===== src/rtl/mux_cfg.svh =====
// Build-time configuration of the write-path multiplexer
// Port count, ID, address and data widths, W routing FIFO depth
`ifndef MUX_CFG_SVH
`define MUX_CFG_SVH

// Number of upstream ports, a power of two of at least 2
`define MUX_NUM_PORTS 4

// Upstream transaction ID width
// The downstream ID is wider by log2 of the port count
`define MUX_SLV_ID_W 3

// Address and data bus widths
`define MUX_ADDR_W 16
`define MUX_DATA_W 16

// AW grants whose W bursts may be outstanding at once
`define MUX_W_FIFO_DEPTH 4

`endif


===== src/rtl/mux_route_pkg.sv =====
// Routing types of the write multiplexer
// Port index and the downstream ID, seen as raw vector or as port plus upstream ID
`include "mux_cfg.svh"

package mux_route_pkg;

  localparam int unsigned PORT_IDX_W = $clog2(`MUX_NUM_PORTS);
  localparam int unsigned MST_ID_W   = `MUX_SLV_ID_W + PORT_IDX_W;

  typedef logic [PORT_IDX_W-1:0]    port_idx_t;
  typedef logic [`MUX_SLV_ID_W-1:0] slv_id_t;

  // Port index sits in the upper bits of the downstream ID
  typedef struct packed {
    port_idx_t port;
    slv_id_t   slv_id;
  } mst_id_fields_t;

  typedef union packed {
    logic [MST_ID_W-1:0] raw;
    mst_id_fields_t      fields;
  } mst_id_t;

endpackage


===== src/rtl/axi_chan_pkg.sv =====
// Channel payload types of the write path
// Upstream and downstream AW and B channels, shared W channel
`include "mux_cfg.svh"

package axi_chan_pkg;

  import mux_route_pkg::*;

  typedef logic [`MUX_ADDR_W-1:0]   addr_t;
  typedef logic [`MUX_DATA_W-1:0]   data_t;
  typedef logic [`MUX_DATA_W/8-1:0] strb_t;
  // Burst length minus one
  typedef logic [3:0]               len_t;

  // ------------------------------------------------------------------
  // Address channels
  // ------------------------------------------------------------------
  typedef struct packed {
    slv_id_t id;
    addr_t   addr;
    len_t    len;
  } slv_aw_t;

  typedef struct packed {
    mst_id_t id;
    addr_t   addr;
    len_t    len;
  } mst_aw_t;

  // ------------------------------------------------------------------
  // Data and response channels
  // ------------------------------------------------------------------
  typedef struct packed {
    data_t data;
    strb_t strb;
    logic  last;
  } w_chan_t;

  typedef struct packed {
    slv_id_t    id;
    logic [1:0] resp;
  } slv_b_t;

  typedef struct packed {
    mst_id_t    id;
    logic [1:0] resp;
  } mst_b_t;

endpackage


===== src/rtl/aw_arbiter.sv =====
// Round-robin AW arbiter with lock-in
// Prepends the granted port index to the AW ID and holds a lock flip-flop
// so that an offered AW stays put without pushing the W FIFO twice
`timescale 1ns/100ps
`include "mux_cfg.svh"

module aw_arbiter (
  input  logic                                       clk_i,
  input  logic                                       rst_ni,
  input  axi_chan_pkg::slv_aw_t [`MUX_NUM_PORTS-1:0] slv_aw_i,
  input  logic                  [`MUX_NUM_PORTS-1:0] slv_aw_valid_i,
  output logic                  [`MUX_NUM_PORTS-1:0] slv_aw_ready_o,
  output axi_chan_pkg::mst_aw_t                      mst_aw_o,
  output logic                                       mst_aw_valid_o,
  input  logic                                       mst_aw_ready_i,
  input  logic                                       fifo_full_i,
  output logic                                       grant_push_o,
  output mux_route_pkg::port_idx_t                   grant_port_o
);

  import mux_route_pkg::*;

  // Port with the highest priority in the next decision
  port_idx_t rr_ptr_q;
  port_idx_t rr_ptr_d;

  // Offered AW still waiting for downstream ready
  logic      lock_q;
  logic      lock_d;
  port_idx_t lock_port_q;

  port_idx_t arb_port;
  port_idx_t cand_port;
  port_idx_t cur_port;
  logic      arb_found;
  logic      aw_accept;
  mst_id_t   aw_id;

  // ------------------------------------------------------------------
  // Port selection
  // ------------------------------------------------------------------
  // Scan from the pointer upward, wrapping through the index width
  always_comb begin
    arb_found = 1'b0;
    arb_port  = rr_ptr_q;
    cand_port = rr_ptr_q;
    for (int unsigned i = 0; i < `MUX_NUM_PORTS; i++) begin
      cand_port = port_idx_t'(rr_ptr_q + i);
      if (!arb_found && slv_aw_valid_i[cand_port]) begin
        arb_found = 1'b1;
        arb_port  = cand_port;
      end
    end
  end

  // A locked grant wins over any new decision
  assign cur_port = lock_q ? lock_port_q : arb_port;

  // ------------------------------------------------------------------
  // Handshake and lock control
  // ------------------------------------------------------------------
  always_comb begin
    lock_d         = lock_q;
    mst_aw_valid_o = 1'b0;
    grant_push_o   = 1'b0;
    slv_aw_ready_o = '0;
    if (lock_q) begin
      mst_aw_valid_o = 1'b1;
      if (mst_aw_ready_i) begin
        slv_aw_ready_o[cur_port] = 1'b1;
        lock_d                   = 1'b0;
      end
    end else if (arb_found && !fifo_full_i) begin
      // First cycle on the bus, so the grant goes into the W FIFO now
      mst_aw_valid_o = 1'b1;
      grant_push_o   = 1'b1;
      if (mst_aw_ready_i) begin
        slv_aw_ready_o[cur_port] = 1'b1;
      end else begin
        lock_d = 1'b1;
      end
    end
  end

  assign aw_accept    = mst_aw_valid_o && mst_aw_ready_i;
  assign rr_ptr_d     = aw_accept ? port_idx_t'(cur_port + 1'b1) : rr_ptr_q;
  assign grant_port_o = arb_port;

  always_ff @(posedge clk_i or negedge rst_ni) begin
    if (!rst_ni) begin
      rr_ptr_q    <= '0;
      lock_q      <= 1'b0;
      lock_port_q <= '0;
    end else begin
      rr_ptr_q <= rr_ptr_d;
      lock_q   <= lock_d;
      if (grant_push_o) begin
        lock_port_q <= arb_port;
      end
    end
  end

  // ------------------------------------------------------------------
  // ID prepend
  // ------------------------------------------------------------------
  always_comb begin
    aw_id.fields.port   = cur_port;
    aw_id.fields.slv_id = slv_aw_i[cur_port].id;
  end

  assign mst_aw_o = '{id:   aw_id,
                      addr: slv_aw_i[cur_port].addr,
                      len:  slv_aw_i[cur_port].len};

endmodule


===== src/rtl/w_route_fifo.sv =====
// W burst router
// Circular FIFO of granted port indices, the head steers one upstream
// W stream to the downstream port until its last beat
`timescale 1ns/100ps
`include "mux_cfg.svh"

module w_route_fifo (
  input  logic                                       clk_i,
  input  logic                                       rst_ni,
  input  logic                                       push_i,
  input  mux_route_pkg::port_idx_t                   port_i,
  output logic                                       full_o,
  input  axi_chan_pkg::w_chan_t [`MUX_NUM_PORTS-1:0] slv_w_i,
  input  logic                  [`MUX_NUM_PORTS-1:0] slv_w_valid_i,
  output logic                  [`MUX_NUM_PORTS-1:0] slv_w_ready_o,
  output axi_chan_pkg::w_chan_t                      mst_w_o,
  output logic                                       mst_w_valid_o,
  input  logic                                       mst_w_ready_i
);

  import mux_route_pkg::*;

  localparam int unsigned DEPTH = `MUX_W_FIFO_DEPTH;
  localparam int unsigned PTR_W = (DEPTH > 1) ? $clog2(DEPTH) : 1;
  localparam int unsigned CNT_W = $clog2(DEPTH + 1);

  port_idx_t        mem_q [DEPTH];
  logic [PTR_W-1:0] wr_ptr_q;
  logic [PTR_W-1:0] rd_ptr_q;
  logic [CNT_W-1:0] count_q;
  logic             empty;
  logic             pop;
  port_idx_t        head;

  // Pointer advance with wrap at any depth
  function automatic logic [PTR_W-1:0] ptr_inc(input logic [PTR_W-1:0] ptr);
    logic [PTR_W-1:0] nxt;
    if (ptr == PTR_W'(DEPTH - 1)) begin
      nxt = '0;
    end else begin
      nxt = ptr + 1'b1;
    end
    return nxt;
  endfunction

  // ------------------------------------------------------------------
  // Grant FIFO
  // ------------------------------------------------------------------
  assign empty  = (count_q == '0);
  assign full_o = (count_q == CNT_W'(DEPTH));

  always_ff @(posedge clk_i or negedge rst_ni) begin
    if (!rst_ni) begin
      wr_ptr_q <= '0;
      rd_ptr_q <= '0;
      count_q  <= '0;
    end else begin
      if (push_i) begin
        wr_ptr_q <= ptr_inc(wr_ptr_q);
      end
      if (pop) begin
        rd_ptr_q <= ptr_inc(rd_ptr_q);
      end
      if (push_i && !pop) begin
        count_q <= count_q + 1'b1;
      end else if (!push_i && pop) begin
        count_q <= count_q - 1'b1;
      end
    end
  end

  always_ff @(posedge clk_i) begin
    if (push_i) begin
      mem_q[wr_ptr_q] <= port_i;
    end
  end

  // ------------------------------------------------------------------
  // W steering
  // ------------------------------------------------------------------
  assign head          = mem_q[rd_ptr_q];
  assign mst_w_o       = slv_w_i[head];
  assign mst_w_valid_o = !empty && slv_w_valid_i[head];

  always_comb begin
    slv_w_ready_o       = '0;
    slv_w_ready_o[head] = !empty && mst_w_ready_i;
  end

  // Burst ends here, next grant takes over
  assign pop = mst_w_valid_o && mst_w_ready_i && mst_w_o.last;

endmodule


===== src/rtl/ace_write_mux.sv =====
// Write-path multiplexer top level
// AW arbitration, W routing by grant order, B routing by ID prefix
`timescale 1ns/100ps
`include "mux_cfg.svh"

module ace_write_mux (
  input  logic                                       clk_i,
  input  logic                                       rst_ni,
  // Upstream ports
  input  axi_chan_pkg::slv_aw_t [`MUX_NUM_PORTS-1:0] slv_aw_i,
  input  logic                  [`MUX_NUM_PORTS-1:0] slv_aw_valid_i,
  output logic                  [`MUX_NUM_PORTS-1:0] slv_aw_ready_o,
  input  axi_chan_pkg::w_chan_t [`MUX_NUM_PORTS-1:0] slv_w_i,
  input  logic                  [`MUX_NUM_PORTS-1:0] slv_w_valid_i,
  output logic                  [`MUX_NUM_PORTS-1:0] slv_w_ready_o,
  output axi_chan_pkg::slv_b_t  [`MUX_NUM_PORTS-1:0] slv_b_o,
  output logic                  [`MUX_NUM_PORTS-1:0] slv_b_valid_o,
  input  logic                  [`MUX_NUM_PORTS-1:0] slv_b_ready_i,
  // Downstream port
  output axi_chan_pkg::mst_aw_t                      mst_aw_o,
  output logic                                       mst_aw_valid_o,
  input  logic                                       mst_aw_ready_i,
  output axi_chan_pkg::w_chan_t                      mst_w_o,
  output logic                                       mst_w_valid_o,
  input  logic                                       mst_w_ready_i,
  input  axi_chan_pkg::mst_b_t                       mst_b_i,
  input  logic                                       mst_b_valid_i,
  output logic                                       mst_b_ready_o
);

  import mux_route_pkg::*;

  logic      grant_push;
  port_idx_t grant_port;
  logic      fifo_full;
  mst_id_t   b_id;
  port_idx_t b_port;

  aw_arbiter aw_arbiter_inst (
    .clk_i          ( clk_i          ),
    .rst_ni         ( rst_ni         ),
    .slv_aw_i       ( slv_aw_i       ),
    .slv_aw_valid_i ( slv_aw_valid_i ),
    .slv_aw_ready_o ( slv_aw_ready_o ),
    .mst_aw_o       ( mst_aw_o       ),
    .mst_aw_valid_o ( mst_aw_valid_o ),
    .mst_aw_ready_i ( mst_aw_ready_i ),
    .fifo_full_i    ( fifo_full      ),
    .grant_push_o   ( grant_push     ),
    .grant_port_o   ( grant_port     )
  );

  w_route_fifo w_route_fifo_inst (
    .clk_i         ( clk_i         ),
    .rst_ni        ( rst_ni        ),
    .push_i        ( grant_push    ),
    .port_i        ( grant_port    ),
    .full_o        ( fifo_full     ),
    .slv_w_i       ( slv_w_i       ),
    .slv_w_valid_i ( slv_w_valid_i ),
    .slv_w_ready_o ( slv_w_ready_o ),
    .mst_w_o       ( mst_w_o       ),
    .mst_w_valid_o ( mst_w_valid_o ),
    .mst_w_ready_i ( mst_w_ready_i )
  );

  // ------------------------------------------------------------------
  // B routing
  // ------------------------------------------------------------------
  assign b_id   = mst_b_i.id;
  assign b_port = b_id.fields.port;

  // Same stripped response on every port, only one sees valid
  for (genvar i = 0; i < `MUX_NUM_PORTS; i++) begin : gen_b_strip
    assign slv_b_o[i] = '{id: b_id.fields.slv_id, resp: mst_b_i.resp};
  end

  always_comb begin
    slv_b_valid_o         = '0;
    slv_b_valid_o[b_port] = mst_b_valid_i;
  end

  assign mst_b_ready_o = mst_b_valid_i && slv_b_ready_i[b_port];

endmodule


===== config.mk =====
export PLATFORM = sky130hd
export DESIGN_NAME = ace_write_mux
export DESIGN_NICKNAME = d
export VERILOG_FILES = /design/src/rtl/mux_route_pkg.sv /design/src/rtl/axi_chan_pkg.sv /design/src/rtl/aw_arbiter.sv /design/src/rtl/w_route_fifo.sv /design/src/rtl/ace_write_mux.sv
export VERILOG_INCLUDE_DIRS = /design/src /design/src/rtl
export SDC_FILE = /design/constraint.sdc
export NUM_CORES = 1
export LEC_CHECK = 0
export BUFFER_PORTS_ARGS = -buffer_cell sky130_fd_sc_hd__buf_2
export CAP_MARGIN = 20
export CORE_AREA = 5 5 102 104
export CTS_BUF_LIST = sky130_fd_sc_hd__clkbuf_8
export DETAILED_ROUTE_END_ITERATION = 7
export DIE_AREA = 0 0 107 109
export SYNTH_ARGS = -nofsm -noshare
export SYNTH_HDL_FRONTEND = slang
export SYNTH_SLANG_ARGS = --single-unit

===== constraint.sdc =====
create_clock -name clk_i -period 3.37 [get_ports clk_i]
set_clock_uncertainty 0.05 [all_clocks]
set_input_delay 0.1685 -clock clk_i [delete_from_list [all_inputs] [get_ports clk_i]]
set_output_delay 0.1685 -clock clk_i [all_outputs]
set_load 0.05 [all_outputs]

==> impl_metrics.toml <==
[synthesis]
number_of_instances_in_the_synthesized_netlist = 187
ys_seq_area_share_pct = 22.0
syn-cell-area_sq_um = 2460
syn-mean-instance-area_sq_um = 13.2
post_synth_num_cell_types = 35
yosys-top-cells-count = "sky130_fd_sc_hd__mux4_2 (42), sky130_fd_sc_hd__buf_4 (24), sky130_fd_sc_hd__dfrtp_1 (12)"
netlist.area_leader.share_pct = 38.5
postSynth.asyncResetShare_pct = 60.0
synth.top_cells.by_area = "sky130_fd_sc_hd__mux4_2 (38%), sky130_fd_sc_hd__dfrtp_1 (12%), sky130_fd_sc_hd__edfxtp_1 (9.8%)"
synth.most_common_cell = "sky130_fd_sc_hd__mux4_2"
post-synth-top-area-cell = "sky130_fd_sc_hd__mux4_2"
most_common_flop_cell_mapped_by_yosys = "sky130_fd_sc_hd__dfrtp_1"
ys_warn_count = 0
synth_edf_count = 8
synthesis.nets = 390
yosys_register_bits = 20

[routing]
postRouteWirelength_mm = 9.33
post_drt_via_cell_ratio = 4.80
avgRoutedWirePerCell_um = 17.8
detail-route-antenna-nets = 0
detailroute.via_count = 2519
drc = 0
violation_count_after_the_first_detailed_route_iteration = 132
firstDrtPassIters = 4

[finish]
area_growth_syn_to_layout_pct = 50.2
finalCoreUtilization_pct = 39.1
drive_above_1_share_pct = 75.2
instances_no_fill = 525
antenna_cells_inserted = 0
layout.nets = 615

[worst_setup_path]
critical_path.startpoint = "w_route_fifo_inst.rd_ptr_q[0]"
cpPeakStageDelay_ns = 0.70
setup.worst_path.start_class = "register"
path_class = "register to register"
worst-endpoint-required_ns = 3.46
worst_path_max_delay_cell = "sky130_fd_sc_hd__mux4_2"
critPathMaxFanout = 10
r2r_start = "w_route_fifo_inst.rd_ptr_q[0]"
cp-end-kind = "register"
timing.critical_path.arrival_ns = 2.94
crit_path_cell_trace = "mux4_2 -> mux2i_1 -> mux2i_2 -> nand3_2 -> ha_1 -> inv_1 -> fa_1 -> mux2_2"

[sta]
hold_viol_final = 0
ratio_of_final_minimum_period_to_clock_period_pct = 84.3
setup_violations = 0
tns_ns = 0
maxSlewHeadroom_pct = 58.6
hold_ws_ns = 0.0215
timing.final.max_slew_violations = 0
timing.final.crit_period_ns = 2.84
unrepaired_setup_endpoints_after_global_routing = "no"
worst-slew-pin-transition_ns = 0.621
maxClockFrequency_ghz = 0.352

[clock_network]
holdBufCountCts = 1
cts_resized = 0
sink_count = 20
post_cts.repair.setup_buffers = 0
tritoncts = "done"
clk-insertion-delay-late_ns = 0.25
tritoncts.num_buffers = 3
clk_pin_slew_worst_paths_ns = 0.07
clock_tree.htree_level_count = 1
max_buffers_root_to_sink = 2
cts_root_buffer = "sky130_fd_sc_hd__clkbuf_8"

[placed_design]
placed_wire_length_estimate_mm = 8.53
place_inst = 520
portBuffers = 245
finalWeightedCongestion = 0.881

[job]
timing.max_cap.violations = 0

[power_and_ir_drop]
vdd_ir_drop_max_mv = 0.455
cellPowerDensity_nw_per_um2 = 1090
cellLeakagePower_nw = 1.88

[grt]
total_congestion_overflow = 0
first_global_vias = 2763
grt_antenna_before_repair = 0
global_route.usage.total_pct = 14.7
wire_length_of_the_first_global_routing_pass_mm = 13.4
grt_start_max_net_pins = 28

[floorplanning]
die-height_um = 109
num_rows = 36
coreArea_sq_um = 9460
die_w_um = 107
start_util_pct = 26.0
io_pins = 271
die_area_sq_um = 11700

[worst_hold_path]
hold_path_startpoint = "mst_aw_ready_i"
hp-class = "input pin to register"

[status]
outcome = "complete, no violations"
registers in the layout, indices dropped and copies added, names as in the netlist:
name and count:
aw_arbiter_inst.lock_q 1, aw_arbiter_inst.rr_ptr_q 2, w_route_fifo_inst.count_q 3, w_route_fifo_inst.mem_q 8, w_route_fifo_inst.rd_ptr_q 2, aw_arbiter_inst.lock_port_q 2
w_route_fifo_inst.wr_ptr_q 2
through the flow:
step	area [sq um]	power [W]	worst slack (ns)
final	3690	0.00401	0.528
after global routing	3690	0.00426	0.347
after CTS	3690	0.00408	0.487
after detailed placement	3630	0.00389	0.496
after global placement	3630	0.00385	0.627
after floorplan	2460	0.00331	0.172
cell type report:
class                           instances  area, sq um
Clock buffer                            4         55.1
Fill cell                             923         5760
Inverter                                7         26.3
Sequential cell                        20          541
Timing Repair Buffer                  250         1270
Tap cell                              114          143
Multi-Input combinational cell        130         1660
logic make-up after synthesis:
group / Yosys count / synth area share, %
multiplexers: 60 / 47.7
AND/OR/NAND/NOR: 46 / 10.1
buffers and inverters: 37 / 10.2
flip-flops: 20 / 22.0
adder cells (fa/ha/maj): 11 / 5.90
AO/OA/AOI/OAI: 10 / 3.00
XOR/XNOR: 3 / 1.07
worst max-delay path, delay by kind of cell, from the launching register on:
family / cells / cell delay (ns)
fa+ha+maj: 2 / 0.62
mux: 4 / 1.36
buf+inv: 1 / 0.07
simple gates: 1 / 0.14
flops: 1 / 0.48
layout by cell type (no fill, tap or decap), types with 2 or more instances in the layout:
cell,netlist,final
sky130_fd_sc_hd__and2_1,6,6
sky130_fd_sc_hd__and3_1,5,5
sky130_fd_sc_hd__and3b_1,2,2
sky130_fd_sc_hd__buf_2,0,245
sky130_fd_sc_hd__buf_4,24,4
sky130_fd_sc_hd__clkbuf_8,0,4
sky130_fd_sc_hd__dfrtp_1,12,12
sky130_fd_sc_hd__edfxtp_1,8,8
sky130_fd_sc_hd__ha_1,10,10
sky130_fd_sc_hd__inv_1,6,6
sky130_fd_sc_hd__mux2_2,9,9
sky130_fd_sc_hd__mux2i_1,6,6
sky130_fd_sc_hd__mux4_2,42,43
sky130_fd_sc_hd__nand2_1,8,8
sky130_fd_sc_hd__nand2b_1,2,2
sky130_fd_sc_hd__nor2_1,11,11
sky130_fd_sc_hd__nor2b_1,6,6
sky130_fd_sc_hd__nor3_1,2,2
sky130_fd_sc_hd__o21ai_0,5,5
sky130_fd_sc_hd__xor2_1,2,2
final timing paths:
path	endpoint	slack, ns	depth (start not counted)
min reg2reg	w_route_fifo_inst.count_q[2]	0.47	1
min in group asynchronous	aw_arbiter_inst.rr_ptr_q[1]	0.28	2
min	aw_arbiter_inst.lock_q	0.02	2
max in group asynchronous	w_route_fifo_inst.rd_ptr_q[1]	2.77	2
max	w_route_fifo_inst.count_q[1]	0.53	8
max reg2reg	w_route_fifo_inst.count_q[1]	0.53	8
power by group:
part	total [W]	switching (W)	internal, W	leakage (nW)
sequential	0.000458	0.0000904	0.000368	0.215
clock	0.000177	0.0000734	0.000104	0.0288
combinational	0.00338	0.00223	0.00114	1.64
total	0.00401	0.00240	0.00162	1.88
routing by layer:
layer | vias up | part of all wire [%] | GRT usage [%] | routed length, um
met3 | 17 | 11 | 5.86 | 1060
met1 | 1190 | 31 | 13.8 | 2940
li1 | 1163 | - | - | -
met2 | 149 | 56 | 29.5 | 5190
met5 | - | 0 | 0 | 0
met4 | 0 | 1.6 | 3.56 | 146
(Power assumes the default switching activity.)
